[src/rtl/mc51_sfr_pkg.sv]
// Core SFR map, reset values and register select types of the 8051 control unit
`default_nettype none

package mc51_sfr_pkg;

	// Core SFR addresses in the direct space
	localparam logic [7:0] SFR_ACC = 8'hE0;
	localparam logic [7:0] SFR_B   = 8'hF0;
	localparam logic [7:0] SFR_SP  = 8'h81;
	localparam logic [7:0] SFR_DPL = 8'h82;
	localparam logic [7:0] SFR_DPH = 8'h83;
	localparam logic [7:0] SFR_PSW = 8'hD0;

	// Start of the upper space, SFRs when direct
	localparam logic [7:0] IRAM_UPPER_BASE = 8'h80;

	localparam logic [15:0] PC_RESET  = 16'h0000;
	localparam logic [7:0]  SP_RESET  = 8'h07;
	localparam logic [7:0]  PSW_RESET = 8'h00;

	// Register loaded in S4
	typedef enum logic [2:0] {
		TO_ACC,
		TO_B,
		TO_SP,
		TO_DPH,
		TO_DPL,
		TO_IDLE
	} reg_tar_e;

	// Data that goes into it
	typedef enum logic [2:0] {
		FROM_NULL,
		FROM_S2,
		FROM_S3,
		FROM_A_TEMP,
		FROM_B_TEMP
	} reg_sor_e;

	typedef struct packed {
		logic [7:0] acc;
		logic [7:0] b;
		logic [7:0] sp;
		logic [7:0] dpl;
		logic [7:0] dph;
		logic [7:0] psw;
	} core_regs_t;

endpackage

`default_nettype wire
[src/rtl/mc51_cycle_pkg.sv]
// Machine cycle states, addressing modes and control structs of the 8051 control unit
`default_nettype none

package mc51_cycle_pkg;

	// S1 to S6 stage encoding
	typedef enum logic [3:0] {
		S1_0,
		S1_1,
		S2_0,
		S2_1,
		S3_0,
		S3_1,
		S4_0,
		S4_1,
		S5_0,
		S5_1,
		S6_0,
		HALT_LOOP
	} mc_state_e;

	// Operand source for S2 and S3
	typedef enum logic [2:0] {
		DISCARD,
		IND_EXROM,
		IND_EXRAM,
		IND_IRAM,
		DIR_IRAM
	} fetch_mode_e;

	// S5 write-back target
	typedef enum logic [2:0] {
		WR_DISCARD,
		WR_IND_IRAM,
		WR_DIR_IRAM,
		WR_EXRAM
	} write_mode_e;

	// Jump kinds applied in S6
	typedef enum logic [2:0] {
		PC_NUL,
		PC_11B,
		PC_REL2,
		PC_REL3,
		PC_IND,
		PC_16B
	} pc_reload_e;

	typedef enum logic [1:0] {
		SRC_MEM,
		SRC_IRAM,
		SRC_SFR
	} buf_src_e;

	// Instruction properties from the decoder
	typedef struct packed {
		fetch_mode_e              s2_mode;
		fetch_mode_e              s3_mode;
		write_mode_e              wr_mode;
		logic                     s2_upd_pc;
		logic                     s3_upd_pc;
		mc51_sfr_pkg::reg_tar_e   reg_tar;
		mc51_sfr_pkg::reg_sor_e   reg_sor;
		pc_reload_e               pc_mode;
		logic                     jp_active;
	} decode_t;

	typedef struct packed {
		logic [15:0] s2;
		logic [15:0] s3;
		logic [15:0] s5;
	} addr_t;

	typedef struct packed {
		logic [7:0] o1;
		logic [7:0] o2;
		logic [7:0] psw;
		logic       ready;
	} alu_t;

	// Memory strobes, all active low
	typedef struct packed {
		logic rd_n;
		logic psen_n;
		logic we_n;
	} bus_t;

	typedef struct packed {
		logic     ld_instr;
		logic     ld_s2;
		logic     ld_s3;
		buf_src_e src;
	} buf_ctrl_t;

	typedef struct packed {
		logic [7:0] instr;
		logic [7:0] s2;
		logic [7:0] s3;
	} bufs_t;

endpackage

`default_nettype wire

[src/rtl/mc51_cu.sv]
// Top of the 8051 control unit, cycle FSM plus buffers, PC, core regs and IRAM
`timescale 1ns/1ps
`default_nettype none

module mc51_cu #(
	parameter int IRAM_DEPTH = 128
) (
	input  wire                        clk,
	input  wire                        reset_n,
	input  mc51_cycle_pkg::decode_t    i_dec,
	input  mc51_cycle_pkg::addr_t      i_addr,
	input  mc51_cycle_pkg::alu_t       i_alu,
	input  wire  [7:0]                 i_mem_wdata,
	input  wire  [7:0]                 i_mem_rdata,
	input  wire                        i_data_rdy,
	output mc51_cycle_pkg::bus_t       o_bus,
	output mc51_cycle_pkg::mc_state_e  o_state,
	output logic [15:0]                o_pc,
	output mc51_cycle_pkg::bufs_t      o_bufs,
	output mc51_sfr_pkg::core_regs_t   o_regs,
	output logic                       o_err_halt
);

	mc51_cycle_pkg::buf_ctrl_t buf_ctrl;
	logic       pc_inc;
	logic       pc_reload;
	logic       alu_load;
	logic       sfr_wr;
	logic       iram_we;
	logic [7:0] iram_rd2;
	logic [7:0] iram_rd3;
	logic [7:0] sfr_rd2;
	logic [7:0] sfr_rd3;

	mc51_cycle_ctrl mc51_cycle_ctrl_inst (
		.clk          (clk),
		.reset_n      (reset_n),
		.i_dec        (i_dec),
		.i_addr_hi_s2 (i_addr.s2[7]),
		.i_addr_hi_s3 (i_addr.s3[7]),
		.i_addr_hi_s5 (i_addr.s5[7]),
		.i_data_rdy   (i_data_rdy),
		.i_alu_ready  (i_alu.ready),
		.o_state      (o_state),
		.o_bus        (o_bus),
		.o_buf        (buf_ctrl),
		.o_pc_inc     (pc_inc),
		.o_pc_reload  (pc_reload),
		.o_alu_load   (alu_load),
		.o_sfr_wr     (sfr_wr),
		.o_iram_we    (iram_we),
		.o_err_halt   (o_err_halt)
	);

	mc51_operand_buf mc51_operand_buf_inst (
		.clk         (clk),
		.reset_n     (reset_n),
		.i_ctrl      (buf_ctrl),
		.i_mem_rdata (i_mem_rdata),
		.i_iram_rd2  (iram_rd2),
		.i_iram_rd3  (iram_rd3),
		.i_sfr_rd2   (sfr_rd2),
		.i_sfr_rd3   (sfr_rd3),
		.o_bufs      (o_bufs)
	);

	mc51_pc_unit mc51_pc_unit_inst (
		.clk      (clk),
		.reset_n  (reset_n),
		.i_inc    (pc_inc),
		.i_reload (pc_reload),
		.i_mode   (i_dec.pc_mode),
		.i_bufs   (o_bufs),
		.i_regs   (o_regs),
		.o_pc     (o_pc)
	);

	mc51_core_regs mc51_core_regs_inst (
		.clk         (clk),
		.reset_n     (reset_n),
		.i_alu_load  (alu_load),
		.i_sfr_wr    (sfr_wr),
		.i_tar       (i_dec.reg_tar),
		.i_sor       (i_dec.reg_sor),
		.i_alu       (i_alu),
		.i_bufs      (o_bufs),
		.i_addr      (i_addr),
		.i_mem_wdata (i_mem_wdata),
		.o_regs      (o_regs),
		.o_sfr_rd2   (sfr_rd2),
		.o_sfr_rd3   (sfr_rd3)
	);

	mc51_iram #(
		.IRAM_DEPTH (IRAM_DEPTH)
	) mc51_iram_inst (
		.clk     (clk),
		.i_we    (iram_we),
		.i_addr  (i_addr),
		.i_wdata (i_mem_wdata),
		.o_rd2   (iram_rd2),
		.o_rd3   (iram_rd3)
	);

endmodule

`default_nettype wire

[src/rtl/mc51_iram.sv]
// Lower internal RAM, one write port at s5 and read ports at s2 and s3
`timescale 1ns/1ps
`default_nettype none

module mc51_iram #(
	parameter int IRAM_DEPTH = 128
) (
	input  wire                    clk,
	input  wire                    i_we,
	input  mc51_cycle_pkg::addr_t  i_addr,
	input  wire  [7:0]             i_wdata,
	output logic [7:0]             o_rd2,
	output logic [7:0]             o_rd3
);

	localparam int AW = $clog2(IRAM_DEPTH);

	logic [7:0] mem [IRAM_DEPTH];

	always_ff @(posedge clk) begin
		if (i_we) begin
			mem[i_addr.s5[AW-1:0]] <= i_wdata;
		end
	end

	// Reads are asynchronous
	assign o_rd2 = mem[i_addr.s2[AW-1:0]];
	assign o_rd3 = mem[i_addr.s3[AW-1:0]];

endmodule

`default_nettype wire

[src/rtl/mc51_core_regs.sv]
// Core SFRs ACC, B, SP, DPTR and PSW with direct read and write decode
`timescale 1ns/1ps
`default_nettype none

module mc51_core_regs (
	input  wire                        clk,
	input  wire                        reset_n,
	input  wire                        i_alu_load,
	input  wire                        i_sfr_wr,
	input  mc51_sfr_pkg::reg_tar_e     i_tar,
	input  mc51_sfr_pkg::reg_sor_e     i_sor,
	input  mc51_cycle_pkg::alu_t       i_alu,
	input  mc51_cycle_pkg::bufs_t      i_bufs,
	input  mc51_cycle_pkg::addr_t      i_addr,
	input  wire  [7:0]                 i_mem_wdata,
	output mc51_sfr_pkg::core_regs_t   o_regs,
	output logic [7:0]                 o_sfr_rd2,
	output logic [7:0]                 o_sfr_rd3
);

	logic [7:0] reg_wdata;

	// Unknown SFRs read as zero
	function automatic logic [7:0] sfr_read(
		input logic [7:0]               addr,
		input mc51_sfr_pkg::core_regs_t regs
	);
		case (addr)
			mc51_sfr_pkg::SFR_ACC: sfr_read = regs.acc;
			mc51_sfr_pkg::SFR_B:   sfr_read = regs.b;
			mc51_sfr_pkg::SFR_SP:  sfr_read = regs.sp;
			mc51_sfr_pkg::SFR_DPL: sfr_read = regs.dpl;
			mc51_sfr_pkg::SFR_DPH: sfr_read = regs.dph;
			mc51_sfr_pkg::SFR_PSW: sfr_read = regs.psw;
			default:               sfr_read = 8'h00;
		endcase
	endfunction

	assign o_sfr_rd2 = sfr_read(i_addr.s2[7:0], o_regs);
	assign o_sfr_rd3 = sfr_read(i_addr.s3[7:0], o_regs);

	// S4 load data
	always_comb begin
		case (i_sor)
			mc51_sfr_pkg::FROM_S2:     reg_wdata = i_bufs.s2;
			mc51_sfr_pkg::FROM_S3:     reg_wdata = i_bufs.s3;
			mc51_sfr_pkg::FROM_A_TEMP: reg_wdata = i_alu.o1;
			mc51_sfr_pkg::FROM_B_TEMP: reg_wdata = i_alu.o2;
			default:                   reg_wdata = 8'h00;
		endcase
	end

	always_ff @(posedge clk or negedge reset_n) begin
		if (!reset_n) begin
			o_regs.acc <= 8'h00;
			o_regs.b   <= 8'h00;
			o_regs.sp  <= mc51_sfr_pkg::SP_RESET;
			o_regs.dpl <= 8'h00;
			o_regs.dph <= 8'h00;
			o_regs.psw <= mc51_sfr_pkg::PSW_RESET;
		end else if (i_alu_load) begin
			// Flags always follow the ALU
			o_regs.psw <= i_alu.psw;
			case (i_tar)
				mc51_sfr_pkg::TO_ACC: o_regs.acc <= reg_wdata;
				mc51_sfr_pkg::TO_B:   o_regs.b   <= reg_wdata;
				mc51_sfr_pkg::TO_SP:  o_regs.sp  <= reg_wdata;
				mc51_sfr_pkg::TO_DPH: o_regs.dph <= reg_wdata;
				mc51_sfr_pkg::TO_DPL: o_regs.dpl <= reg_wdata;
				default: ;
			endcase
		end else if (i_sfr_wr) begin
			// S5 direct write, other addresses dropped
			case (i_addr.s5[7:0])
				mc51_sfr_pkg::SFR_ACC: o_regs.acc <= i_mem_wdata;
				mc51_sfr_pkg::SFR_B:   o_regs.b   <= i_mem_wdata;
				mc51_sfr_pkg::SFR_SP:  o_regs.sp  <= i_mem_wdata;
				mc51_sfr_pkg::SFR_DPL: o_regs.dpl <= i_mem_wdata;
				mc51_sfr_pkg::SFR_DPH: o_regs.dph <= i_mem_wdata;
				mc51_sfr_pkg::SFR_PSW: o_regs.psw <= i_mem_wdata;
				default: ;
			endcase
		end
	end

endmodule

`default_nettype wire

[src/rtl/mc51_pc_unit.sv]
// Program counter of the 8051 control unit with increment and jump reload
`timescale 1ns/1ps
`default_nettype none

module mc51_pc_unit (
	input  wire                         clk,
	input  wire                         reset_n,
	input  wire                         i_inc,
	input  wire                         i_reload,
	input  mc51_cycle_pkg::pc_reload_e  i_mode,
	input  mc51_cycle_pkg::bufs_t       i_bufs,
	input  mc51_sfr_pkg::core_regs_t    i_regs,
	output logic [15:0]                 o_pc
);

	logic [15:0] pc_d;

	always_comb begin
		pc_d = o_pc;
		if (i_inc) begin
			pc_d = o_pc + 16'd1;
		end else if (i_reload) begin
			case (i_mode)
				// AJMP style, stays in the 2K page
				mc51_cycle_pkg::PC_11B: pc_d = {o_pc[15:11], i_bufs.instr[7:5], i_bufs.s2};
				mc51_cycle_pkg::PC_REL2: pc_d = o_pc + {{8{i_bufs.s2[7]}}, i_bufs.s2};
				mc51_cycle_pkg::PC_REL3: pc_d = o_pc + {{8{i_bufs.s3[7]}}, i_bufs.s3};
				// JMP @A+DPTR
				mc51_cycle_pkg::PC_IND: pc_d = {8'h00, i_regs.acc} + {i_regs.dph, i_regs.dpl};
				mc51_cycle_pkg::PC_16B: pc_d = {i_bufs.s3, i_bufs.s2};
				default: pc_d = o_pc;
			endcase
		end
	end

	always_ff @(posedge clk or negedge reset_n) begin
		if (!reset_n) begin
			o_pc <= mc51_sfr_pkg::PC_RESET;
		end else begin
			o_pc <= pc_d;
		end
	end

endmodule

`default_nettype wire

[src/rtl/mc51_operand_buf.sv]
// Instruction and S2/S3 operand buffers of the 8051 control unit
`timescale 1ns/1ps
`default_nettype none

module mc51_operand_buf (
	input  wire                        clk,
	input  wire                        reset_n,
	input  mc51_cycle_pkg::buf_ctrl_t  i_ctrl,
	input  wire  [7:0]                 i_mem_rdata,
	input  wire  [7:0]                 i_iram_rd2,
	input  wire  [7:0]                 i_iram_rd3,
	input  wire  [7:0]                 i_sfr_rd2,
	input  wire  [7:0]                 i_sfr_rd3,
	output mc51_cycle_pkg::bufs_t      o_bufs
);

	logic [7:0] s2_src;
	logic [7:0] s3_src;

	// Source mux, memory unless internal space
	always_comb begin
		case (i_ctrl.src)
			mc51_cycle_pkg::SRC_IRAM: begin
				s2_src = i_iram_rd2;
				s3_src = i_iram_rd3;
			end
			mc51_cycle_pkg::SRC_SFR: begin
				s2_src = i_sfr_rd2;
				s3_src = i_sfr_rd3;
			end
			default: begin
				s2_src = i_mem_rdata;
				s3_src = i_mem_rdata;
			end
		endcase
	end

	always_ff @(posedge clk or negedge reset_n) begin
		if (!reset_n) begin
			o_bufs <= '0;
		end else begin
			// Opcode always comes from program memory
			if (i_ctrl.ld_instr) begin
				o_bufs.instr <= i_mem_rdata;
			end
			if (i_ctrl.ld_s2) begin
				o_bufs.s2 <= s2_src;
			end
			if (i_ctrl.ld_s3) begin
				o_bufs.s3 <= s3_src;
			end
		end
	end

endmodule

`default_nettype wire

[src/rtl/mc51_cycle_ctrl.sv]
// Machine cycle FSM of the 8051 control unit, drives bus and datapath strobes
`timescale 1ns/1ps
`default_nettype none

module mc51_cycle_ctrl (
	input  wire                        clk,
	input  wire                        reset_n,
	input  mc51_cycle_pkg::decode_t    i_dec,
	input  wire                        i_addr_hi_s2,
	input  wire                        i_addr_hi_s3,
	input  wire                        i_addr_hi_s5,
	input  wire                        i_data_rdy,
	input  wire                        i_alu_ready,
	output mc51_cycle_pkg::mc_state_e  o_state,
	output mc51_cycle_pkg::bus_t       o_bus,
	output mc51_cycle_pkg::buf_ctrl_t  o_buf,
	output logic                       o_pc_inc,
	output logic                       o_pc_reload,
	output logic                       o_alu_load,
	output logic                       o_sfr_wr,
	output logic                       o_iram_we,
	output logic                       o_err_halt
);

	mc51_cycle_pkg::mc_state_e state_q;
	mc51_cycle_pkg::mc_state_e state_d;
	// Stage that follows a finished S2 fetch
	mc51_cycle_pkg::mc_state_e s2_next;

	always_ff @(posedge clk or negedge reset_n) begin
		if (!reset_n) begin
			state_q <= mc51_cycle_pkg::S1_0;
		end else begin
			state_q <= state_d;
		end
	end

	assign s2_next = (i_dec.s3_mode == mc51_cycle_pkg::DISCARD) ?
		mc51_cycle_pkg::S4_0 : mc51_cycle_pkg::S3_0;

	always_comb begin
		state_d     = state_q;
		o_bus       = '1;
		o_buf       = '0;
		o_buf.src   = mc51_cycle_pkg::SRC_MEM;
		o_pc_inc    = 1'b0;
		o_pc_reload = 1'b0;
		o_alu_load  = 1'b0;
		o_sfr_wr    = 1'b0;
		o_iram_we   = 1'b0;
		case (state_q)
			// Opcode fetch from program memory
			mc51_cycle_pkg::S1_0: begin
				o_bus.rd_n   = 1'b0;
				o_bus.psen_n = 1'b0;
				state_d      = mc51_cycle_pkg::S1_1;
			end
			mc51_cycle_pkg::S1_1: begin
				o_bus.rd_n   = 1'b0;
				o_bus.psen_n = 1'b0;
				if (i_data_rdy) begin
					o_buf.ld_instr = 1'b1;
					o_pc_inc       = 1'b1;
					state_d        = mc51_cycle_pkg::S2_0;
				end
			end
			mc51_cycle_pkg::S2_0: begin
				case (i_dec.s2_mode)
					mc51_cycle_pkg::DISCARD: state_d = mc51_cycle_pkg::S4_0;
					mc51_cycle_pkg::IND_EXROM, mc51_cycle_pkg::IND_EXRAM: begin
						o_bus.rd_n   = 1'b0;
						o_bus.psen_n = (i_dec.s2_mode == mc51_cycle_pkg::IND_EXRAM);
						state_d      = mc51_cycle_pkg::S2_1;
					end
					mc51_cycle_pkg::IND_IRAM, mc51_cycle_pkg::DIR_IRAM: begin
						// Indirect access cannot reach the upper space
						if (i_addr_hi_s2 && i_dec.s2_mode == mc51_cycle_pkg::IND_IRAM) begin
							state_d = mc51_cycle_pkg::HALT_LOOP;
						end else begin
							o_buf.ld_s2 = 1'b1;
							o_buf.src   = i_addr_hi_s2 ? mc51_cycle_pkg::SRC_SFR :
								mc51_cycle_pkg::SRC_IRAM;
							state_d     = s2_next;
						end
					end
					default: state_d = mc51_cycle_pkg::HALT_LOOP;
				endcase
			end
			mc51_cycle_pkg::S2_1: begin
				o_bus.rd_n   = 1'b0;
				o_bus.psen_n = (i_dec.s2_mode == mc51_cycle_pkg::IND_EXRAM);
				if (i_data_rdy) begin
					o_buf.ld_s2 = 1'b1;
					o_pc_inc    = i_dec.s2_upd_pc;
					state_d     = s2_next;
				end
			end
			mc51_cycle_pkg::S3_0: begin
				case (i_dec.s3_mode)
					mc51_cycle_pkg::DISCARD: state_d = mc51_cycle_pkg::S4_0;
					mc51_cycle_pkg::IND_EXROM, mc51_cycle_pkg::IND_EXRAM: begin
						o_bus.rd_n   = 1'b0;
						o_bus.psen_n = (i_dec.s3_mode == mc51_cycle_pkg::IND_EXRAM);
						state_d      = mc51_cycle_pkg::S3_1;
					end
					mc51_cycle_pkg::IND_IRAM, mc51_cycle_pkg::DIR_IRAM: begin
						if (i_addr_hi_s3 && i_dec.s3_mode == mc51_cycle_pkg::IND_IRAM) begin
							state_d = mc51_cycle_pkg::HALT_LOOP;
						end else begin
							o_buf.ld_s3 = 1'b1;
							o_buf.src   = i_addr_hi_s3 ? mc51_cycle_pkg::SRC_SFR :
								mc51_cycle_pkg::SRC_IRAM;
							state_d     = mc51_cycle_pkg::S4_0;
						end
					end
					default: state_d = mc51_cycle_pkg::HALT_LOOP;
				endcase
			end
			mc51_cycle_pkg::S3_1: begin
				o_bus.rd_n   = 1'b0;
				o_bus.psen_n = (i_dec.s3_mode == mc51_cycle_pkg::IND_EXRAM);
				if (i_data_rdy) begin
					o_buf.ld_s3 = 1'b1;
					o_pc_inc    = i_dec.s3_upd_pc;
					state_d     = mc51_cycle_pkg::S4_0;
				end
			end
			// Hold until the ALU result is valid
			mc51_cycle_pkg::S4_0: begin
				if (i_alu_ready) begin
					state_d = mc51_cycle_pkg::S4_1;
				end
			end
			mc51_cycle_pkg::S4_1: begin
				o_alu_load = 1'b1;
				state_d    = mc51_cycle_pkg::S5_0;
			end
			// Write-back
			mc51_cycle_pkg::S5_0: begin
				case (i_dec.wr_mode)
					mc51_cycle_pkg::WR_DISCARD: state_d = mc51_cycle_pkg::S6_0;
					mc51_cycle_pkg::WR_IND_IRAM, mc51_cycle_pkg::WR_DIR_IRAM: begin
						if (!i_addr_hi_s5) begin
							o_iram_we = 1'b1;
							state_d   = mc51_cycle_pkg::S6_0;
						end else if (i_dec.wr_mode == mc51_cycle_pkg::WR_DIR_IRAM) begin
							o_sfr_wr = 1'b1;
							state_d  = mc51_cycle_pkg::S6_0;
						end else begin
							state_d = mc51_cycle_pkg::HALT_LOOP;
						end
					end
					mc51_cycle_pkg::WR_EXRAM: begin
						o_bus.we_n = 1'b0;
						state_d    = mc51_cycle_pkg::S5_1;
					end
					default: state_d = mc51_cycle_pkg::HALT_LOOP;
				endcase
			end
			mc51_cycle_pkg::S5_1: begin
				o_bus.we_n = 1'b0;
				if (i_data_rdy) begin
					state_d = mc51_cycle_pkg::S6_0;
				end
			end
			// Jump reload, then next instruction
			mc51_cycle_pkg::S6_0: begin
				o_pc_reload = i_dec.jp_active;
				state_d     = mc51_cycle_pkg::S1_0;
			end
			default: state_d = mc51_cycle_pkg::HALT_LOOP;
		endcase
		// Bus stays idle while reset is held
		if (!reset_n) begin
			o_bus = '1;
		end
	end

	assign o_state    = state_q;
	assign o_err_halt = (state_q == mc51_cycle_pkg::HALT_LOOP);

endmodule

`default_nettype wire

[config.mk]
export PLATFORM = sky130hd
export DESIGN_NAME = mc51_cu
export DESIGN_NICKNAME = d
export VERILOG_FILES = /design/src/rtl/mc51_sfr_pkg.sv /design/src/rtl/mc51_cycle_pkg.sv /design/src/rtl/mc51_cu.sv /design/src/rtl/mc51_iram.sv /design/src/rtl/mc51_core_regs.sv /design/src/rtl/mc51_pc_unit.sv /design/src/rtl/mc51_operand_buf.sv /design/src/rtl/mc51_cycle_ctrl.sv
export SDC_FILE = /design/constraint.sdc
export NUM_CORES = 2
export LEC_CHECK = 0
export BUFFER_PORTS_ARGS = -buffer_cell sky130_fd_sc_hd__buf_2
export CORE_MARGIN = 2
export CORE_UTILIZATION = 60
export CTS_CLUSTER_SIZE = 40
export DETAILED_ROUTE_END_ITERATION = 7
export HOLD_SLACK_MARGIN = 0.12
export PLACE_DENSITY = 0.78
export SYNTH_ARGS = -nofsm -noshare
export SYNTH_HDL_FRONTEND = slang
export SYNTH_SLANG_ARGS = --single-unit
[constraint.sdc]
create_clock -name clk -period 8.3 [get_ports clk]
set_input_delay 0.83 -clock clk [delete_from_list [all_inputs] [get_ports clk]]
set_output_delay 0.83 -clock clk [all_outputs]
set_load 0.01 [all_outputs]
==> results.rst <==
.. list-table::
   :header-rows: 1

   * - Metric
     - Value
   * - Vert. Die Dim
     - 308 um
   * - Buf/Inv on CP
     - 0
   * - CTS tree
     - built
   * - Final setup fails
     - 0
   * - Crit-path slowest cell
     - sky130_fd_sc_hd__nor2_1
   * - Post-synth top flop
     - sky130_fd_sc_hd__edfxtp_1
   * - Number of hold violations in the final report
     - 0
   * - Die width
     - between 300 and 400 um
   * - Power Dens Cells
     - 234 mW/mm2
   * - EDFF count, synth
     - 1024
   * - Post-DR wirelength/cell
     - 37.1 um
   * - Mean Syn Cell Area
     - 17.9 um2
   * - Post-synth cell types
     - 81
   * - Cell row count
     - 111
   * - Worst endpoint required time
     - 8.60 ns
   * - Relative slew slack
     - 11.1%
   * - Root cell of the clock tree
     - sky130_fd_sc_hd__clkbuf_16
   * - Slew at the pin with the worst max-slew slack
     - 1.31 ns
   * - Drt pass-1 iters
     - 6
   * - Final clock period utilization by the worst path
     - just over 60%
   * - Critical path endpoint category
     - flip-flop
   * - Fmax achieved
     - 0.197 GHz
   * - Number of synthesized register bits
     - between 1000 and 1500
   * - Nets in the synthesized netlist
     - about 3200
   * - Static leakage
     - ~20 nW
   * - Worst vdd rail ir drop
     - between 150 and 200 uV
   * - Clk sink count
     - between 1000 and 1500
   * - Combinational family with the most area after synthesis
     - multiplexers
   * - Worst Setup Path Type
     - reg2reg
   * - Maximum count of clock buffers along a single path
     - 3
   * - Nature of the critical path startpoint
     - flip-flop
   * - Stage delay of the slowest cell on the critical path
     - 1.26 ns
   * - Area share of xor/xnor cells in the synthesized design
     - 0.407%
   * - Compound-Gate Fraction of Synth Area
     - under 10%
   * - Number of cell instances on the worst register-to-register path
     - 6
   * - Combinational share of power
     - about 17%
   * - Critical Path Stages
     - 6
   * - Final critical delay including setup and external delays
     - 5.07 ns
   * - Initial antenna violation count
     - 11
   * - Cell count after synthesis
     - just over 3000
   * - Initial Util
     - 60.5%
   * - Net count reported at finish
     - between 3000 and 4000
   * - Vias in the first global route
     - 34229
   * - Ratio of routed vias to standard cells
     - 7.62
   * - Outcome
     - finished clean
   * - Switching Power
     - between 4 and 5 mW
   * - Multiplexer share of the synthesized area
     - 28.2%
   * - Ratio of cells with drive above 1 in the final layout
     - roughly a third
   * - Register share of total power
     - 47.7%
   * - Hold buffer count at cts
     - 1
   * - Setup WS post-layout
     - roughly 3.2 ns
   * - Overall routed net length
     - 167000 um
   * - Count of input and output buffers
     - 184
   * - Adder-cell share of the synthesized area
     - less than 1%
   * - Setup repair after global routing missed its margin
     - no
   * - Top cell family by delay on the critical path
     - simple AND/OR/NAND/NOR gates
   * - Number of buffers added by the clock tree synthesis step
     - roughly 110
   * - HPWL after detailed placement
     - ~110000 um
   * - Area of the placeable core
     - 0.0915 mm2
   * - DRC Markers
     - 0
   * - DR iter-0 viols
     - 5590
   * - Fraction of registers with async set or reset after synthesis
     - 8.24%
   * - Maximum fanout encountered on the critical timing path
     - 20
   * - Post-Place Setup Slack
     - 3.49 ns
   * - Overflow after GRT
     - 0
   * - Proportion of power drawn by the clock network
     - 34.9%
   * - Worst-Skew Late Latency
     - 0.70 ns
   * - Area of all sequential standard cells
     - 0.0331 mm2
   * - Overall die area
     - 0.0948 mm2
   * - Cts repair resizes
     - 0
   * - Sw Ratio
     - 28.4%
   * - Routability-driven placement congestion ratio
     - 0.987
   * - Total Negative Setup Slacks
     - 0 ns
   * - Largest net degree at the start of global routing
     - a little over 100
   * - Clk pin slew, worst setup/hold paths
     - ~0.06 ns
   * - First-pass GRT wire length
     - 241000 um
   * - Max-slew violation count
     - 0
   * - List of cells traversed by the critical path
     - nand2b_1 > nor3_1 > nand2_1 > nor4b_1 > nand3_2 > nor2_1
   * - Overall track demand over capacity in global routing
     - a little over a third
   * - Worst min-delay path category
     - in2reg
   * - Count of synthesis-stage warnings from yosys
     - 0
   * - H-tree lvl count
     - 3
   * - Syn-to-layout area delta
     - 9.70%
   * - Area fraction in and, or, nand and nor cells after synthesis
     - 4.36%
   * - Area of the mapped netlist
     - 0.0554 mm2
   * - Post-CTS setup-driven buffer insertion count
     - 0
   * - Ports
     - 209
   * - Area used by multi-input combinational logic
     - 0.0212 mm2
   * - Worst Skew
     - between 0.02 and 0.03 ns
   * - Worst hold path stage count
     - 3
   * - Internal
     - between 10 and 15 mW
   * - Count of max-cap constraint violations
     - 0
   * - Fill cell total of the finished layout
     - 5864
   * - Sequential share of the synthesized area
     - 59.7%
   * - Number of nets with antenna violations after detailed routing
     - 0
   * - Overall via count from detail_route
     - between 30000 and 40000
   * - Worst EP arrival
     - 5.37 ns
==> cells in the final DEF, fill, tap and decap left out, types with 7 or more instances in the layout <==
master / instances
sky130_fd_sc_hd__ha_1: 29
sky130_fd_sc_hd__nor2b_1: 44
sky130_fd_sc_hd__nor2_1: 223
sky130_fd_sc_hd__a2111oi_0: 9
sky130_fd_sc_hd__edfxtp_1: 1024
sky130_fd_sc_hd__nand2_1: 111
sky130_fd_sc_hd__o21ai_1: 21
sky130_fd_sc_hd__diode_2: 7
sky130_fd_sc_hd__a21oi_1: 97
sky130_fd_sc_hd__a22oi_1: 28
sky130_fd_sc_hd__a211oi_1: 42
sky130_fd_sc_hd__buf_2: 169
sky130_fd_sc_hd__o21a_1: 8
sky130_fd_sc_hd__mux2_2: 69
sky130_fd_sc_hd__dfrtp_1: 89
sky130_fd_sc_hd__nand2b_1: 21
sky130_fd_sc_hd__a31oi_1: 8
sky130_fd_sc_hd__and3_1: 13
sky130_fd_sc_hd__clkinv_1: 26
sky130_fd_sc_hd__inv_1: 18
sky130_fd_sc_hd__and2_1: 8
sky130_fd_sc_hd__nand3_1: 32
sky130_fd_sc_hd__mux4_2: 611
sky130_fd_sc_hd__o22ai_1: 27
sky130_fd_sc_hd__clkbuf_1: 20
sky130_fd_sc_hd__nor3_1: 20
sky130_fd_sc_hd__a221oi_1: 15
sky130_fd_sc_hd__nand4_1: 10
sky130_fd_sc_hd__buf_4: 51
sky130_fd_sc_hd__xor2_1: 10
sky130_fd_sc_hd__mux2i_1: 107
sky130_fd_sc_hd__clkinvlp_4: 11
sky130_fd_sc_hd__a22o_1: 10
sky130_fd_sc_hd__o21ai_0: 52
sky130_fd_sc_hd__xnor2_1: 13
sky130_fd_sc_hd__clkinv_2: 24
sky130_fd_sc_hd__bufinv_16: 9
sky130_fd_sc_hd__clkbuf_16: 113
==> kinds of logic (layout without fill, tap and decap cells) <==
family          after synthesis  after routing
mux                         787            787
fa+ha+maj                    32             32
flops                      1116           1116
xor+xnor                     24             24
other cells                   0              7
buf+inv                     237            459
simple gates                521            521
compound gates              379            379
==> state kept, by name (all words and copies together), names as in the netlist <==
register / cells
mc51_iram_inst.mem: 1024
mc51_core_regs_inst.o_regs: 48
mc51_operand_buf_inst.o_bufs: 24
mc51_pc_unit_inst.o_pc: 16
mc51_cycle_ctrl_inst.o_state: 4
==> area by class of cell <==
type                       count  area share (%)
antenna                        7          0.0288
clock inverter                75            1.04
sequential                  1116            54.4
inverter                      21           0.132
clock buffer                 133            4.78
tap                         1186            2.44
multi-input combinational   1743            34.9
timing repair buffer         230            2.29
==> worst reg2reg max path: cells and delay by family, from the launching register on <==
family | cells | cell delay [ns]
flops | 1 | 0.60
simple gates | 6 | 4.09
==> final timing paths <==
path	startpoint	end	slack [ns]
worst min-delay path	i_alu[6]	mc51_core_regs_inst.o_regs[5]$_DFFE_PN0P_	0.41
worst min register to register	mc51_operand_buf_inst.o_bufs[19]$_DFFE_PN0P_	mc51_operand_buf_inst.o_bufs[19]$_DFFE_PN0P_	0.51
max in group asynchronous	reset_n	mc51_core_regs_inst.o_regs[23]$_DFFE_PN0P_	6.39
worst max-delay path	mc51_cycle_ctrl_inst.o_state[2]$_DFFE_PN0P_	mc51_iram_inst.mem[39][5]$_DFFE_PP_	3.23
min in group asynchronous	reset_n	mc51_cycle_ctrl_inst.o_state[2]$_DFFE_PN0P_	0.57
worst max register to register	mc51_cycle_ctrl_inst.o_state[2]$_DFFE_PN0P_	mc51_iram_inst.mem[39][5]$_DFFE_PP_	3.23
==> layer usage <==
layer / share of wire [%] / GRT usage, %
met1: 34 / 48.0
met2: 47 / 55.7
met3: 13 / 9.82
met4: 5.5 / 16.2
met5: 0.048 / 0
==> Yosys cell counts, types with 14 or more instances <==
master                        n  area [um2]
sky130_fd_sc_hd__a211oi_1    42         315
sky130_fd_sc_hd__a21oi_1     97         485
sky130_fd_sc_hd__a221oi_1    15         131
sky130_fd_sc_hd__a22oi_1     28         210
sky130_fd_sc_hd__buf_1       14        52.6
sky130_fd_sc_hd__buf_2       48         240
sky130_fd_sc_hd__buf_4       41         308
sky130_fd_sc_hd__clkbuf_1   105         394
sky130_fd_sc_hd__dfrtp_1     89        2230
sky130_fd_sc_hd__edfxtp_1  1024       30700
sky130_fd_sc_hd__ha_1        29         363
sky130_fd_sc_hd__inv_1       18        67.6
sky130_fd_sc_hd__mux2_2      69         777
sky130_fd_sc_hd__mux2i_1    107        1070
sky130_fd_sc_hd__mux4_2     611       13800
sky130_fd_sc_hd__nand2_1    111         417
sky130_fd_sc_hd__nand2b_1    21         131
sky130_fd_sc_hd__nand3_1     34         170
sky130_fd_sc_hd__nor2_1     223         837
sky130_fd_sc_hd__nor2b_1     44         275
sky130_fd_sc_hd__nor3_1      20         100
sky130_fd_sc_hd__o21ai_0     52         260
sky130_fd_sc_hd__o21ai_1     21         105
sky130_fd_sc_hd__o22ai_1     27         169
==> power groups by stage <==
stage | clock [mW] | sequential [mW] | combinational, mW
2_1_floorplan | 0 | 6.75 | 1.56
3_3_place_gp | 0 | 6.86 | 2.38
3_5_place_dp | 0 | 6.87 | 2.43
4_1_cts | 4.96 | 6.76 | 2.45
5_1_grt | 5.18 | 6.79 | 2.64
6_report | 4.96 | 6.78 | 2.48
==> per-stage QoR <==
stage	total power [mW]	cell area, um2	hold WS [ns]	instances	util [%]
global placement	9.24	57200	0.488	4295	62.5
floorplan	8.31	55400	0.534	3096	-
detailed placement	9.30	57200	0.496	4295	62.5
global route	14.6	60700	0.389	4504	66.4
finish	14.2	60800	0.408	4511	66.4
CTS	14.2	60700	0.378	4504	66.4
(Power assumes the default switching activity.)
